[src/hdl/axi_pkg.sv]
package axi_pkg;

   // bus geometry of the single memory port
   localparam int ADDR_W = 32;
   localparam int DATA_W = 64;
   localparam int STRB_W = DATA_W / 8;

   // burst type, only INCR is served by the sram
   typedef enum logic [1:0] {
      FIXED = 2'b00,
      INCR  = 2'b01,
      WRAP  = 2'b10
   } axi_burst_e;

   // response codes
   typedef enum logic [1:0] {
      OKAY   = 2'b00,
      EXOKAY = 2'b01,
      SLVERR = 2'b10,
      DECERR = 2'b11
   } axi_resp_e;

   // arsize/awsize code for full 8-byte beats
   localparam logic [2:0] SIZE_8B = 3'd3;

endpackage

[src/hdl/lsu_pkg.sv]
package lsu_pkg;

   // load/store opcode from the core
   typedef enum logic {
      LSU_LOAD  = 1'b0,
      LSU_STORE = 1'b1
   } lsu_op_e;

   // read channel owner in the arbiter
   typedef enum logic [1:0] {
      ARB_IDLE  = 2'b00,
      ARB_FETCH = 2'b01,
      ARB_LSU   = 2'b10
   } arb_state_e;

   // byte offset bits inside one 64-bit beat,
   // the line offset adds log2 of the beat count on top
   localparam int BEAT_OFFS_W = 3;

endpackage

[src/hdl/axi_if.sv]
`timescale 1ns/1ns

interface axi_if import axi_pkg::*; ();

   // read address
   logic [ADDR_W-1:0] araddr;
   logic [7:0]        arlen;
   logic [2:0]        arsize;
   axi_burst_e        arburst;
   logic              arvalid;
   logic              arready;

   // read data
   logic [DATA_W-1:0] rdata;
   axi_resp_e         rresp;
   logic              rlast;
   logic              rvalid;
   logic              rready;

   // write address
   logic [ADDR_W-1:0] awaddr;
   logic [7:0]        awlen;
   logic [2:0]        awsize;
   axi_burst_e        awburst;
   logic              awvalid;
   logic              awready;

   // write data
   logic [DATA_W-1:0] wdata;
   logic [STRB_W-1:0] wstrb;
   logic              wlast;
   logic              wvalid;
   logic              wready;

   // write response
   axi_resp_e         bresp;
   logic              bvalid;
   logic              bready;

   modport master (
      output araddr, arlen, arsize, arburst, arvalid, input arready,
      input rdata, rresp, rlast, rvalid, output rready,
      output awaddr, awlen, awsize, awburst, awvalid, input awready,
      output wdata, wstrb, wlast, wvalid, input wready,
      input bresp, bvalid, output bready
   );

   modport slave (
      input araddr, arlen, arsize, arburst, arvalid, output arready,
      output rdata, rresp, rlast, rvalid, input rready,
      input awaddr, awlen, awsize, awburst, awvalid, output awready,
      input wdata, wstrb, wlast, wvalid, output wready,
      output bresp, bvalid, input bready
   );

endinterface

[src/hdl/lsu_master.sv]
`timescale 1ns/1ns

module lsu_master import axi_pkg::*, lsu_pkg::*; (
   input  logic              clk,
   input  logic              rst,
   input  logic              lsu_req,
   input  lsu_op_e           lsu_op,
   input  logic [ADDR_W-1:0] lsu_addr,
   input  logic [DATA_W-1:0] lsu_wdata,
   input  logic [STRB_W-1:0] lsu_wstrb,
   output logic [DATA_W-1:0] lsu_rdata,
   output axi_resp_e         lsu_resp,
   output logic              lsu_done,
   output logic              lsu_busy,
   axi_if.master             bus
);

   typedef enum logic [2:0] {
      L_IDLE,
      L_ADDR,
      L_DATA,
      L_RESP,
      L_FINISH
   } lsu_state_e;

   lsu_state_e        state;
   lsu_op_e           op_q;
   logic [ADDR_W-1:0] addr_q;
   logic [DATA_W-1:0] wdata_q;
   logic [STRB_W-1:0] wstrb_q;

   always_ff @(posedge clk) begin
      if (rst) begin
         state <= L_IDLE;
      end else begin
         case (state)
            L_IDLE: begin
               if (lsu_req) begin
                  state <= L_ADDR;
               end
            end
            L_ADDR: begin
               // load waits on ar, store on aw
               if ((bus.arvalid && bus.arready) || (bus.awvalid && bus.awready)) begin
                  state <= L_DATA;
               end
            end
            L_DATA: begin
               if (bus.rvalid && bus.rready) begin
                  state <= L_FINISH;
               end else if (bus.wvalid && bus.wready) begin
                  state <= L_RESP;
               end
            end
            L_RESP: begin
               if (bus.bvalid && bus.bready) begin
                  state <= L_FINISH;
               end
            end
            default: begin
               state <= L_IDLE;
            end
         endcase
      end
   end

   // request fields and results
   always_ff @(posedge clk) begin
      if (state == L_IDLE && lsu_req) begin
         op_q    <= lsu_op;
         addr_q  <= lsu_addr;
         wdata_q <= lsu_wdata;
         wstrb_q <= lsu_wstrb;
      end
      if (bus.rvalid && bus.rready) begin
         lsu_rdata <= bus.rdata;
         lsu_resp  <= bus.rresp;
      end
      if (bus.bvalid && bus.bready) begin
         lsu_resp <= bus.bresp;
      end
   end

   assign lsu_done = (state == L_FINISH);
   assign lsu_busy = (state != L_IDLE);

   // single-beat read
   assign bus.araddr  = addr_q;
   assign bus.arlen   = 8'd0;
   assign bus.arsize  = SIZE_8B;
   assign bus.arburst = INCR;
   assign bus.arvalid = (state == L_ADDR) && (op_q == LSU_LOAD);
   assign bus.rready  = (state == L_DATA) && (op_q == LSU_LOAD);

   // single-beat write
   assign bus.awaddr  = addr_q;
   assign bus.awlen   = 8'd0;
   assign bus.awsize  = SIZE_8B;
   assign bus.awburst = INCR;
   assign bus.awvalid = (state == L_ADDR) && (op_q == LSU_STORE);
   assign bus.wdata   = wdata_q;
   assign bus.wstrb   = wstrb_q;
   assign bus.wlast   = 1'b1;
   assign bus.wvalid  = (state == L_DATA) && (op_q == LSU_STORE);
   assign bus.bready  = (state == L_RESP);

endmodule

[src/flat_wrapper.sv]
// flat-port wrapper written by rule: the top's interface ports become plain ports
module lsu_master_flat import axi_pkg::*, lsu_pkg::*;
  (clk, rst, lsu_req, lsu_op, lsu_addr, lsu_wdata, lsu_wstrb, lsu_rdata, lsu_resp, lsu_done, lsu_busy, bus_araddr, bus_arlen, bus_arsize, bus_arburst, bus_arvalid, bus_arready, bus_rdata, bus_rresp, bus_rlast, bus_rvalid, bus_rready, bus_awaddr, bus_awlen, bus_awsize, bus_awburst, bus_awvalid, bus_awready, bus_wdata, bus_wstrb, bus_wlast, bus_wvalid, bus_wready, bus_bresp, bus_bvalid, bus_bready);
  axi_if bus_i ();
  input  logic clk;
  input  logic rst;
  input  logic lsu_req;
  input  lsu_op_e lsu_op;
  input  logic [ADDR_W-1:0] lsu_addr;
  input  logic [DATA_W-1:0] lsu_wdata;
  input  logic [STRB_W-1:0] lsu_wstrb;
  output logic [DATA_W-1:0] lsu_rdata;
  output axi_resp_e lsu_resp;
  output logic lsu_done;
  output logic lsu_busy;
  output wire logic [$bits(bus_i.araddr)-1:0] bus_araddr;
  output wire logic [$bits(bus_i.arlen)-1:0] bus_arlen;
  output wire logic [$bits(bus_i.arsize)-1:0] bus_arsize;
  output wire logic [$bits(bus_i.arburst)-1:0] bus_arburst;
  output wire logic [$bits(bus_i.arvalid)-1:0] bus_arvalid;
  input wire logic [$bits(bus_i.arready)-1:0] bus_arready;
  input wire logic [$bits(bus_i.rdata)-1:0] bus_rdata;
  input wire logic [$bits(bus_i.rresp)-1:0] bus_rresp;
  input wire logic [$bits(bus_i.rlast)-1:0] bus_rlast;
  input wire logic [$bits(bus_i.rvalid)-1:0] bus_rvalid;
  output wire logic [$bits(bus_i.rready)-1:0] bus_rready;
  output wire logic [$bits(bus_i.awaddr)-1:0] bus_awaddr;
  output wire logic [$bits(bus_i.awlen)-1:0] bus_awlen;
  output wire logic [$bits(bus_i.awsize)-1:0] bus_awsize;
  output wire logic [$bits(bus_i.awburst)-1:0] bus_awburst;
  output wire logic [$bits(bus_i.awvalid)-1:0] bus_awvalid;
  input wire logic [$bits(bus_i.awready)-1:0] bus_awready;
  output wire logic [$bits(bus_i.wdata)-1:0] bus_wdata;
  output wire logic [$bits(bus_i.wstrb)-1:0] bus_wstrb;
  output wire logic [$bits(bus_i.wlast)-1:0] bus_wlast;
  output wire logic [$bits(bus_i.wvalid)-1:0] bus_wvalid;
  input wire logic [$bits(bus_i.wready)-1:0] bus_wready;
  input wire logic [$bits(bus_i.bresp)-1:0] bus_bresp;
  input wire logic [$bits(bus_i.bvalid)-1:0] bus_bvalid;
  output wire logic [$bits(bus_i.bready)-1:0] bus_bready;
  assign bus_araddr = bus_i.araddr;
  assign bus_arlen = bus_i.arlen;
  assign bus_arsize = bus_i.arsize;
  assign bus_arburst = bus_i.arburst;
  assign bus_arvalid = bus_i.arvalid;
  assign bus_i.arready = bus_arready;
  assign bus_i.rdata = bus_rdata;
  assign bus_i.rresp = bus_rresp;
  assign bus_i.rlast = bus_rlast;
  assign bus_i.rvalid = bus_rvalid;
  assign bus_rready = bus_i.rready;
  assign bus_awaddr = bus_i.awaddr;
  assign bus_awlen = bus_i.awlen;
  assign bus_awsize = bus_i.awsize;
  assign bus_awburst = bus_i.awburst;
  assign bus_awvalid = bus_i.awvalid;
  assign bus_i.awready = bus_awready;
  assign bus_wdata = bus_i.wdata;
  assign bus_wstrb = bus_i.wstrb;
  assign bus_wlast = bus_i.wlast;
  assign bus_wvalid = bus_i.wvalid;
  assign bus_i.wready = bus_wready;
  assign bus_i.bresp = bus_bresp;
  assign bus_i.bvalid = bus_bvalid;
  assign bus_bready = bus_i.bready;
  lsu_master u_core (.clk(clk), .rst(rst), .lsu_req(lsu_req), .lsu_op(lsu_op), .lsu_addr(lsu_addr), .lsu_wdata(lsu_wdata), .lsu_wstrb(lsu_wstrb), .lsu_rdata(lsu_rdata), .lsu_resp(lsu_resp), .lsu_done(lsu_done), .lsu_busy(lsu_busy), .bus(bus_i));
endmodule
[config.mk]
export PLATFORM = sky130hd
export DESIGN_NAME = lsu_master_flat
export DESIGN_NICKNAME = d
export VERILOG_FILES = /design/src/hdl/axi_pkg.sv /design/src/hdl/lsu_pkg.sv /design/src/hdl/axi_if.sv /design/src/hdl/lsu_master.sv /design/src/flat_wrapper.sv
export SDC_FILE = /design/constraint.sdc
export NUM_CORES = 1
export LEC_CHECK = 0
export BUFFER_PORTS_ARGS = -buffer_cell sky130_fd_sc_hd__buf_4
export CAP_MARGIN = 5
export CORE_AREA = 2 2 161 163
export DETAILED_ROUTE_END_ITERATION = 6
export DIE_AREA = 0 0 163 165
export GPL_ROUTABILITY_DRIVEN = 1
export GPL_TIMING_DRIVEN = 1
export MAX_ROUTING_LAYER = met4
export PLACE_DENSITY = 0.6
export SLEW_MARGIN = 20
export SYNTH_ARGS = -nofsm -noshare
export SYNTH_HDL_FRONTEND = slang
export SYNTH_SLANG_ARGS = --single-unit
[constraint.sdc]
create_clock -name clk -period 6.05 [get_ports clk]
set_input_delay 0.3025 -clock clk [delete_from_list [all_inputs] [get_ports clk]]
set_output_delay 0.3025 -clock clk [all_outputs]
set_load 0.05 [all_outputs]
Word-level counts from Yosys, hierarchy flattened

Cells that the tools add are included.

Logic and storage cells: 39
Bits of input ports: 182
Bits in registers: 174

Bitwise logic cells: 1
Reductions and logical operators: 15
Muxes and demuxes: 8
Equal/unequal tests: 8

Operators with widths:

| kind               | number |
|---|---|
| $mux 3             | 5 |
| $pmux 3 s4         | 1 |
| $logic_and 1x1->1  | 10 |
| $eq 3x2->1 const B | 2 |
| $mux 2             | 2 |
| $ne 2x2->1 const B | 2 |
| $reduce_and 4->1   | 1 |
| $eq 3x1->1 const B | 1 |
| $eq 3x3->1 const B | 1 |
| $logic_not 3->1    | 1 |
| $ne 3x1->1 const B | 1 |
| $reduce_bool 3->1  | 1 |
| $ne 2x1->1 const B | 1 |
| $reduce_bool 2->1  | 1 |
| $logic_or 1x1->1   | 1 |
| $not 1->1          | 1 |

Logic depth before layout (Yosys ltp)

Gate-level depths: netlist of run 1.

Depth after elaboration: 6
Gate-level depth with buffers: 4
Mapped depth without buffers: 3

Worst setup path before layout of run 1

OpenSTA, ideal clock, no wires.

Path type: flip-flop to flip-flop
Start: register u_core.state[2]
End: register u_core.addr_q[0] (netlist: u_core.bus.araddr[0]) (enable)
Path slack: 0.050 ns
Cell stages (with the launch flop): 3
Data required time: 5.480 ns
Data arrival time: 5.430 ns
Setup time: 0.570 ns
Buffers on the path: 0
Path through: dfxtp_1 > or3_2 > nor2_1

Word-level cells in the longest chain between the ends: 2

Ends and longest elaborated chain:

| item                     | RTL line         | text |
|---|---|---|
| start: declaration       | lsu_master.sv:26 | `lsu_state_e state;` |
| start signal: assignment | lsu_master.sv:34 | `state <= L_IDLE;` |
| start signal: assignment | lsu_master.sv:39 | `state <= L_ADDR;` |
| start signal: assignment | lsu_master.sv:45 | `state <= L_DATA;` |
| $logic_not 3->1          | lsu_master.sv:69 | `if (state == L_IDLE && lsu_req) begin` |
| $logic_and 1x1->1        | lsu_master.sv:69 |  |
| end signal: assignment   | lsu_master.sv:71 | `addr_q <= lsu_addr;` |
| end: declaration         | lsu_master.sv:28 | `logic [ADDR_W-1:0] addr_q;` |

Every way passes these cells.
A chain may end at the register's enable or synchronous reset.

Worst setup path in the final report of run 1

Start: register u_core.state[2]
End: register u_core.wstrb_q[5] (netlist: u_core.bus.wstrb[5]) (enable)

Word-level cells in the longest chain between the ends: 2

Ends and longest elaborated chain:

| item                   | RTL line         | text |
|---|---|---|
| $logic_not 3->1        | lsu_master.sv:69 |  |
| $logic_and 1x1->1      | lsu_master.sv:69 |  |
| end signal: assignment | lsu_master.sv:73 | `wstrb_q <= lsu_wstrb;` |
| end: declaration       | lsu_master.sv:30 | `logic [STRB_W-1:0] wstrb_q;` |

Every way passes these cells.

==> run summary, run 1 <==
ys async rst share: 0%
Lkg Pwr: 3.98 nW
clock root buffer: clkbuf_16
CP cell instances: or3_2 -> nor2_4 -> buf_4 -> buf_4
diode count: 0
first-pass GRT wire length: 23,100 um
CP required: 6090 ps
RR Endpoint: u_core.bus.wstrb[5]$_DFFE_PP_
period utilization: 43.8%
final hold vios: 0
Die H: 165 um
Peak VDD IR: 0.165 mV
Crit. End Element: register
most numerous cell in the Yosys netlist: edfxtp_1
clk buf depth: 2
antenna-violating nets left: 0
Worst R2R Setup Slack: 3400 ps
fmax: 377 MHz
GRT Total Usage: 12.5%
total routed wirelength: 17,100 um
Synth top area share: 87.3%
H-tree depth: 4
clk_lat worst skew: 420 ps
post-synthesis cell count: 269
row count: 58
vias per cell: 3.69
worst r2r src: u_core.state[2]$_SDFFE_PP0P_
Hold Crit Class: input port to register
WL/cell: 17.3 um
CTS Sinks: 174
area occupied by registers: 5190 sq um
DR vias: 3,649
Worst Reg2Reg Path Length in Cells: 4
CTS tree: done
largest net degree at the start of global routing: 65
final setup violating endpoints: 0
Slew @ Worst Pin: 820 ps
outcome: finished clean
Filler cells: 2,397
P&R area growth vs syn: 61.5%
clk slew on worst S/H paths: 70 ps
area share of and/or/nand/nor cells after synthesis: 2.21%
# DRC: 0
total power: 3.24 mW
gr ovfl total: 0
share of cells above drive strength 1: 65.7%
Hold Path Origin: lsu_addr[18]
largest area contributor in the netlist: edfxtp_1
# IOs: 418
Slowest cell on crit path: buf_4
Fin Clk Skew: 6.46 ps
Post-synth top cells: edfxtp_1 (171), buf_4 (60), nor2_1 (8)
GP Congestion: 0.781
Hold Path End: u_core.bus.araddr[18]$_DFFE_PP_
Post-Synth Adder-Cell Area: 0%
Rel. slew slack: 45.3%
CP max stage delay: 730 ps
WS Path Type: register to register
yosys warns: 0
setup TNS: 0 ps
FF+latch count, synth: 174
Compound-Gate Fraction of Synth Area: 0.894%
vias in the first global route: 3,748
unrepaired setup endpoints after global routing: no
pins over their slew limit: 0
Post-CTS Repair Setup Buffers: 0
Nets: 827
Synth cell types: 22
hold_buf cts: 0
area of the multi-input gates: 332 sq um
Initial Util: 23.5%
Die X: 163 um
Initial DRC Count: 184
number of synthesized flops with an enable pin: 171
port bufs: 389
most common cell type on the critical path: buf_4
Synth Area in XOR/XNOR: 0%
ys flop type: edfxtp_1
Power Density: 341 nW/um^2
drt first pass iters: 4
TritonCTS Buffers: 17
mapped cell area: 5880 sq um
minimum clock period: 2650 ps
mux cell area share after synthesis: 0.553%
sequential-to-total area share from yosys stat: 88.4%
endpoint arrival time on the critical path: 2690 ps
initial antenna violation count: 1
Synth area leaders: edfxtp_1 (87%), buf_4 (7.7%), dfxtp_1 (1.0%)
Hold Path Cell Cnt: 1
CP Launch Type: register
largest family of logic cells by synthesized area: buffers and inverters
dpl hpwl: 13,800 um
final core utilization: 37.9%
max_cap viols: 0
Synth Area per Inst: 21.9 sq um
die area: 26,900 sq um
Core ar.: 25,000 sq um
post_cts resized: 0
Worst Path Max Fanout: 63
report_power, final:
part / switching, mW / internal [mW] / leakage (nW)
clock network: 0.516 / 0.593 / 0.291
logic: 0.474 / 0.199 / 2.07
registers: 0.0323 / 1.42 / 1.62
worst max-delay path: cells and delay by family (launching register included):
kind | cells | cell delay [ps]
buffers and inverters | 2 | 1190
and+or+nand+nor | 2 | 640
DFF | 1 | 360
registers in the layout, indices dropped and copies added (netlist names):
| name | flops |
|---|---|
| u_core.bus.araddr | 32 |
| u_core.bus.wdata | 64 |
| u_core.bus.wstrb | 8 |
| u_core.lsu_rdata | 64 |
| u_core.lsu_resp | 2 |
| u_core.op_q | 1 |
| u_core.state | 3 |
metrics by stage:
step                      setup slack, ps  hold slack (ps)  instances  instance area [sq um]
after CTS                            3380             23.3        988                   9490
final                                3400             54.3        988                   9490
after global routing                 3240             13.8        988                   9490
after global placement               3430              480        956                   8890
after detailed placement             3400              482        956                   8890
after floorplan                      49.6              374        294                   5970
cells by family (layout without fill, tap and decap cells):
group                  after synthesis  count (layout)
and+or+nand+nor                     22              22
DFF                                174             174
muxes                                3               3
other                                2              27
buffers and inverters               63             427
AOI/OAI and AO/OA                    5               5
per-layer routing:
metal	vias up	part of all wire (%)	global-route usage [%]	wire length [um]
met3	13	11	5.02	1810
met4	0	0.92	3.26	157
li1	1684	-	-	-
met1	1693	36	13.6	6100
met2	259	53	21.3	9040
met5	-	0	-	0
worst max-delay path by stage:
stage	start	end	slack (ps)
2_1_floorplan	u_core.state[2]$_SDFFE_PP0P_	u_core.bus.araddr[0]$_DFFE_PP_	50
3_3_place_gp	u_core.state[2]$_SDFFE_PP0P_	u_core.bus.wdata[20]$_DFFE_PP_	3430
3_5_place_dp	u_core.state[2]$_SDFFE_PP0P_	u_core.bus.wdata[20]$_DFFE_PP_	3400
4_1_cts	u_core.state[2]$_SDFFE_PP0P_	u_core.bus.wdata[20]$_DFFE_PP_	3380
5_1_grt	u_core.state[2]$_SDFFE_PP0P_	u_core.bus.wdata[23]$_DFFE_PP_	3240
6_report	u_core.state[2]$_SDFFE_PP0P_	u_core.bus.wstrb[5]$_DFFE_PP_	3400
cells in the final DEF, fill, tap and decap left out, types with 2 or more instances in the layout:
| cell type | Yosys | layout |
|---|---|---|
| clkbuf_16 | 0 | 17 |
| or3b_1 | 2 | 2 |
| buf_4 | 60 | 392 |
| edfxtp_1 | 171 | 171 |
| inv_1 | 3 | 3 |
| nor2b_1 | 3 | 2 |
| nor3b_1 | 3 | 3 |
| conb_1 | 2 | 27 |
| nor2_1 | 8 | 7 |
| inv_6 | 0 | 3 |
| inv_8 | 0 | 5 |
| clkinv_4 | 0 | 2 |
| mux2_2 | 2 | 2 |
| dfxtp_1 | 3 | 3 |
| clkinv_8 | 0 | 2 |
cell type report:
| cell class | instances | share of cell area, % |
|---|---|---|
| flip-flops and latches | 174 | 54.7 |
| repair buffers | 392 | 31.0 |
| clock buffers | 17 | 4.48 |
| well taps | 330 | 4.35 |
| multi-input cells | 57 | 3.49 |
| clock inverters | 15 | 1.83 |
| inverters | 3 | 0.119 |
Note: power is estimated with default switching activity, not from simulation.
==> inputs of run 2 (changes only) <==
Settings changed: PLACE_DENSITY 0.6 to 0.58.
Clock period 6.05 ns to 2.6 ns, I/O delays scaled along.
==> run 2 against run 1 <==
  * Fmax grew 35%
  * Utilization is 7.2 points higher
  * Worst hold slack better by 9.1 ps
  * Final cell count rose by 18%
  * Register-to-register slack got worse by 2800 ps
  * Final area is 19% higher
  * Total power increased by 140%
  * Via count up 19%
  * Non-clock buffer count is 176 higher
  * Critical endpoint is now u_core.lsu_resp[1]$_DFFE_PP_
  * Sequential cell count did not move
  * Global-route usage grew 1.4 points
  * Highest routed layer unchanged
  * Clock power increased by 130%
==> run summary, run 2 (synthesis results as in run 1) <==
Non-Filler Instances: 1,166
Hold WS: 63.3 ps
post_cts resized: 0
first-pass GRT wire length: 26,300 um
WL/cell: 16.1 um
clk buf depth: 2
Initial DRC Count: 199
antenna-violating nets left: 0
Core ar.: 25,000 sq um
total routed wirelength: 18,800 um
clk_lat worst skew: 430 ps
Hold Crit Class: input port to register
GP Congestion: 0.790
TritonCTS Buffers: 17
outcome: finished clean
most common cell after layout, fill and taps aside: buf_4
period utilization: 75.3%
Lkg Pwr: 4.73 nW
Die X: 163 um
largest net degree at the start of global routing: 45
Die H: 165 um
CP Launch Type: register
dpl hpwl: 13,900 um
port bufs: 389
total power: 7.79 mW
crit path from: u_core.state[2]$_SDFFE_PP0P_
Fin Clk Skew: 14.0 ps
Worst Reg2Reg Path Length in Cells: 4
RR Endpoint: u_core.lsu_resp[1]$_DFFE_PP_
unrepaired setup endpoints after global routing: no
critical path endpoint: u_core.lsu_resp[1]$_DFFE_PP_
Peak VDD IR: 0.355 mV
# IOs: 418
worst r2r src: u_core.state[2]$_SDFFE_PP0P_
gr ovfl total: 0
endpoint arrival time on the critical path: 2130 ps
vias per cell: 3.74
final setup violating endpoints: 0
max_cap viols: 0
CTS Sinks: 174
CP cell instances: and3b_2 -> nand2_1 -> mux2_2 -> dlygate4sd3_1
row count: 58
fmax: 510 MHz
P&R area growth vs syn: 92.2%
Post-Place Cells: 958
die area: 26,900 sq um
pins over their slew limit: 0
clock root buffer: clkbuf_16
vias in the first global route: 4,646
initial antenna violation count: 3
Power Density: 689 nW/um^2
Crit. End Element: register
DR vias: 4,357
Slowest cell on crit path: dlygate4sd3_1
minimum clock period: 1960 ps
clk slew on worst S/H paths: 80 ps
CTS tree: done
Worst Path Max Fanout: 8
final hold vios: 0
Post-CTS Repair Setup Buffers: 0
Nets: 1,003
# DRC: 0
CP required: 2770 ps
WS Path Type: register to register
Worst R2R Setup Slack: 640 ps
commonest non-fill, non-tap cells in the layout: buf_4 (390), dlygate4sd3_1 (174), edfxtp_1 (171), conb_1 (27), clkbuf_16 (17)
drt first pass iters: 4
GRT Total Usage: 13.9%
CP max stage delay: 580 ps
share of cells above drive strength 1: 52.3%
Initial Util: 23.5%
setup TNS: 0 ps
H-tree depth: 4
run 2: cell types whose count changed in the layout (fill, tap and decap cells not counted), sizes merged:
cell,previous run,this run
dlygate4sd3,0,174
diode,0,3
buf,392,394
inv,11,13
bufinv,1,0
clkinv,5,4
clkinvlp,1,0
run 2: per-stage QoR:
| stage | worst slack, ps | area [sq um] | util, % |
|---|---|---|---|
| after floorplan | -248 | 5990 | - |
| after global placement | 835 | 8960 | 35.8 |
| after detailed placement | 846 | 8960 | 35.8 |
| after CTS | 703 | 11300 | 45.1 |
| after global routing | 617 | 11300 | 45.1 |
| final | 641 | 11300 | 45.1 |
run 2: how the worst min path moves through the flow:
stage / endpoint / slack, ps / cells after the start / startpoint
after floorplan: u_core.state[1]$_SDFFE_PP0P_ / 190 / 1 / rst
after global placement: u_core.lsu_rdata[42]$_DFFE_PP_ / 310 / 1 / bus_rdata[42]
after detailed placement: u_core.bus.araddr[12]$_DFFE_PP_ / 310 / 1 / lsu_addr[12]
after CTS: u_core.state[0]$_SDFFE_PP0P_ / 40 / 3 / lsu_req
after global routing: u_core.state[0]$_SDFFE_PP0P_ / 80 / 3 / lsu_req
final: u_core.state[0]$_SDFFE_PP0P_ / 60 / 3 / lsu_req
run 2: area by class of cell:
class / instances / area [sq um]
fillers: 2225 / 13700
flip-flops and latches: 174 / 5200
repair buffers: 568 / 4750
clock buffers: 17 / 425
well taps: 330 / 413
multi-input cells: 57 / 335
clock inverters: 14 / 163
inverters: 3 / 11.3
diodes: 3 / 7.51
run 2: metal layers:
| metal | share of wire (%) | global-route usage [%] |
|---|---|---|
| met5 | 0 | - |
| met2 | 52 | 24.3 |
| met3 | 9.0 | 4.24 |
| met4 | 0.89 | 3.86 |
| met1 | 38 | 15.3 |
run 2: worst max-delay path: cells and delay by family, from the launching register on:
| kind | cells | cell delay [ps] |
|---|---|---|
| buffers and inverters | 1 | 580 |
| flip-flops | 1 | 440 |
| AND/OR/NAND/NOR | 2 | 360 |
| multiplexers | 1 | 340 |
run 2: repair_timing:
action,CTS,global route
hold endpoints to repair,174,0
hold buffers,174,0
endpoints found under the setup margin,0,0
run 2: where the power goes:
| part | internal [mW] | total [mW] | leakage, nW | switching, mW |
|---|---|---|---|---|
| combinational | 0.658 | 1.82 | 2.82 | 1.16 |
| sequential | 3.31 | 3.39 | 1.62 | 0.0820 |
| clock | 1.30 | 2.58 | 0.288 | 1.28 |
| total | 5.27 | 7.79 | 4.73 | 2.52 |
==> inputs of run 3 (changes only) <==
Settings changed: PLACE_DENSITY 0.58 to 0.6.
Clock period 2.6 ns to 1.65 ns, I/O delays scaled along.
==> run 3 against run 2 <==
  * The run now ends with setup timing left
  * Non-clock buffer count is 15 higher
  * Sequential power is 57% higher
  * Routed wire length is 1.0% higher
  * Clock-buffer cell count is 1 higher
  * Total power is 57% higher
  * Combinational power is 64% higher
  * Die area stayed put
  * Setup slack worse by 680 ps
  * Clock skew is 3.4 ps lower
  * Register-to-register slack worse by 680 ps
==> run summary, run 3 (synthesis results as in run 1) <==
outcome: finished with violations
failing checks: setup timing
Worst Path Max Fanout: 42
row count: 58
DR vias: 4,461
commonest non-fill, non-tap cells in the layout: buf_4 (397), dlygate4sd3_1 (175), edfxtp_1 (171), conb_1 (27), clkbuf_16 (17)
clk slew on worst S/H paths: 60 ps
Hold Path Origin: bus_arready
P&R area growth vs syn: 95.0%
worst r2r src: u_core.state[0]$_SDFFE_PP0P_
period utilization: 102%
unrepaired setup endpoints after global routing: yes
Core ar.: 25,000 sq um
Clock power frac: 32.1%
RR Endpoint: u_core.lsu_rdata[45]$_DFFE_PP_
GP Congestion: 0.799
dpl hpwl: 13,800 um
final setup violating endpoints: 48
antenna-violating nets left: 0
diode count: 0
Fin Clk Skew: 10.6 ps
final hold vios: 0
CP max stage delay: 410 ps
Switch Pwr: 3.69 mW
Comb power frac: 24.3%
Switching Fraction: 30.1%
clk_lat worst skew: 420 ps
Worst Reg2Reg Path Length in Cells: 4
area post-placement: 9050 sq um
CP required: 1750 ps
design area: 11,500 sq um
port bufs: 389
crit-path leading delay family: simple AND/OR/NAND/NOR gates
largest net degree at the start of global routing: 43
clk buf depth: 2
CP Launch Type: register
WS Path Type: register to register
drt first pass iters: 4
vias in the first global route: 4,930
WL/cell: 16.2 um
clock root buffer: clkbuf_16
first-pass GRT wire length: 26,900 um
die area: 26,900 sq um
endpoint arrival time on the critical path: 1790 ps
# IOs: 418
Power Density: 1070 nW/um^2
GRT Total Usage: 14.1%
Worst Path Buf+Inv: 2
vias per cell: 3.79
pins over their slew limit: 0
initial antenna violation count: 0
max_cap viols: 0
CTS Sinks: 174
CP cell instances: or3b_4 -> buf_4 -> nor2b_4 -> buf_12
internal power: 8.56 mW
Die X: 163 um
H-tree depth: 4
fmax: 592 MHz
final core utilization: 45.8%
power share of the sequential group: 43.6%
Nets: 1,018
Worst R2R Setup Slack: -40 ps
Initial Util: 23.5%
Crit. End Element: register
Initial DRC Count: 203
Peak VDD IR: 0.501 mV
Hold WS: 126 ps
# DRC: 0
Hold Path Cell Cnt: 4
gr ovfl total: 0
Lkg Pwr: 4.81 nW
Hold Crit Class: input port to register
worst slack, placed: 54.1 ps
total power: 12.2 mW
Die H: 165 um
Slowest cell on crit path: or3b_4
CTS tree: done
minimum clock period: 1690 ps
share of cells above drive strength 1: 53.7%
PnR worst setup slack: -39.0 ps
Hold Path End: u_core.state[1]$_SDFFE_PP0P_
TritonCTS Buffers: 17
most common cell after layout, fill and taps aside: buf_4
total routed wirelength: 19,000 um
==> run 3: tightest hold or removal path: cells and delay by family <==
family | cells | cell delay [ps]
AO/OA/AOI/OAI | 1 | 110
buffers and inverters | 1 | 80
multiplexers | 1 | 90
AND/OR/NAND/NOR | 1 | 140
==> run 3: final cells by class <==
| cell class | count | area [sq um] |
|---|---|---|
| Fill cell | 2208 | 13600 |
| Tap cell | 330 | 413 |
| Clock buffer | 18 | 429 |
| Clock inverter | 12 | 138 |
| Inverter | 3 | 11.3 |
| Timing Repair Buffer | 583 | 4910 |
| Multi-Input combinational cell | 57 | 360 |
| Sequential cell | 174 | 5200 |
==> run 3: what timing repair did <==
action,CTS,global route
endpoints found under the setup margin,4,4
gates resized for setup,18,1
setup buffers,3,1
pin swaps,2,1
hold buffers,175,0
hold endpoints to repair,174,0
==> run 3: through the flow <==
step | setup TNS [ps] | cells
global route | -4670 | 1177
finish | -1240 | 1177
detailed placement | 0 | 968
CTS | -193 | 1176
floorplan | -161620 | 294
global placement | 0 | 968
==> run 3: routing by layer <==
layer / GRT usage [%] / wire (um)
met1: 14.2 / 6740
met2: 25.0 / 10100
met3: 4.70 / 1750
met4: 5.95 / 374
met5: - / 0
==> run 3: power groups by stage <==
stage	Sequential [mW]	Clock, mW	Combinational (mW)
after CTS	5.33	4.05	2.99
after global routing	5.36	4.25	3.11
after global placement	5.42	0	2.59
final	5.33	3.93	2.98
after detailed placement	5.43	0	2.60
after floorplan	6.34	0	0.779
==> run 3: worst max-delay path by stage <==
stage	startpoint	end	slack (ps)	cells past startpoint
2_1_floorplan	u_core.state[1]$_SDFFE_PP0P_	u_core.bus.araddr[0]$_DFFE_PP_	-1200	2
3_5_place_dp	u_core.state[1]$_SDFFE_PP0P_	u_core.bus.araddr[17]$_DFFE_PP_	50	4
4_1_cts	u_core.state[1]$_SDFFE_PP0P_	bus_arvalid	-60	4
5_1_grt	u_core.state[0]$_SDFFE_PP0P_	bus_rready	-100	4
3_3_place_gp	u_core.state[1]$_SDFFE_PP0P_	u_core.bus.araddr[18]$_DFFE_PP_	60	4
6_report	u_core.state[0]$_SDFFE_PP0P_	u_core.lsu_rdata[45]$_DFFE_PP_	-40	4
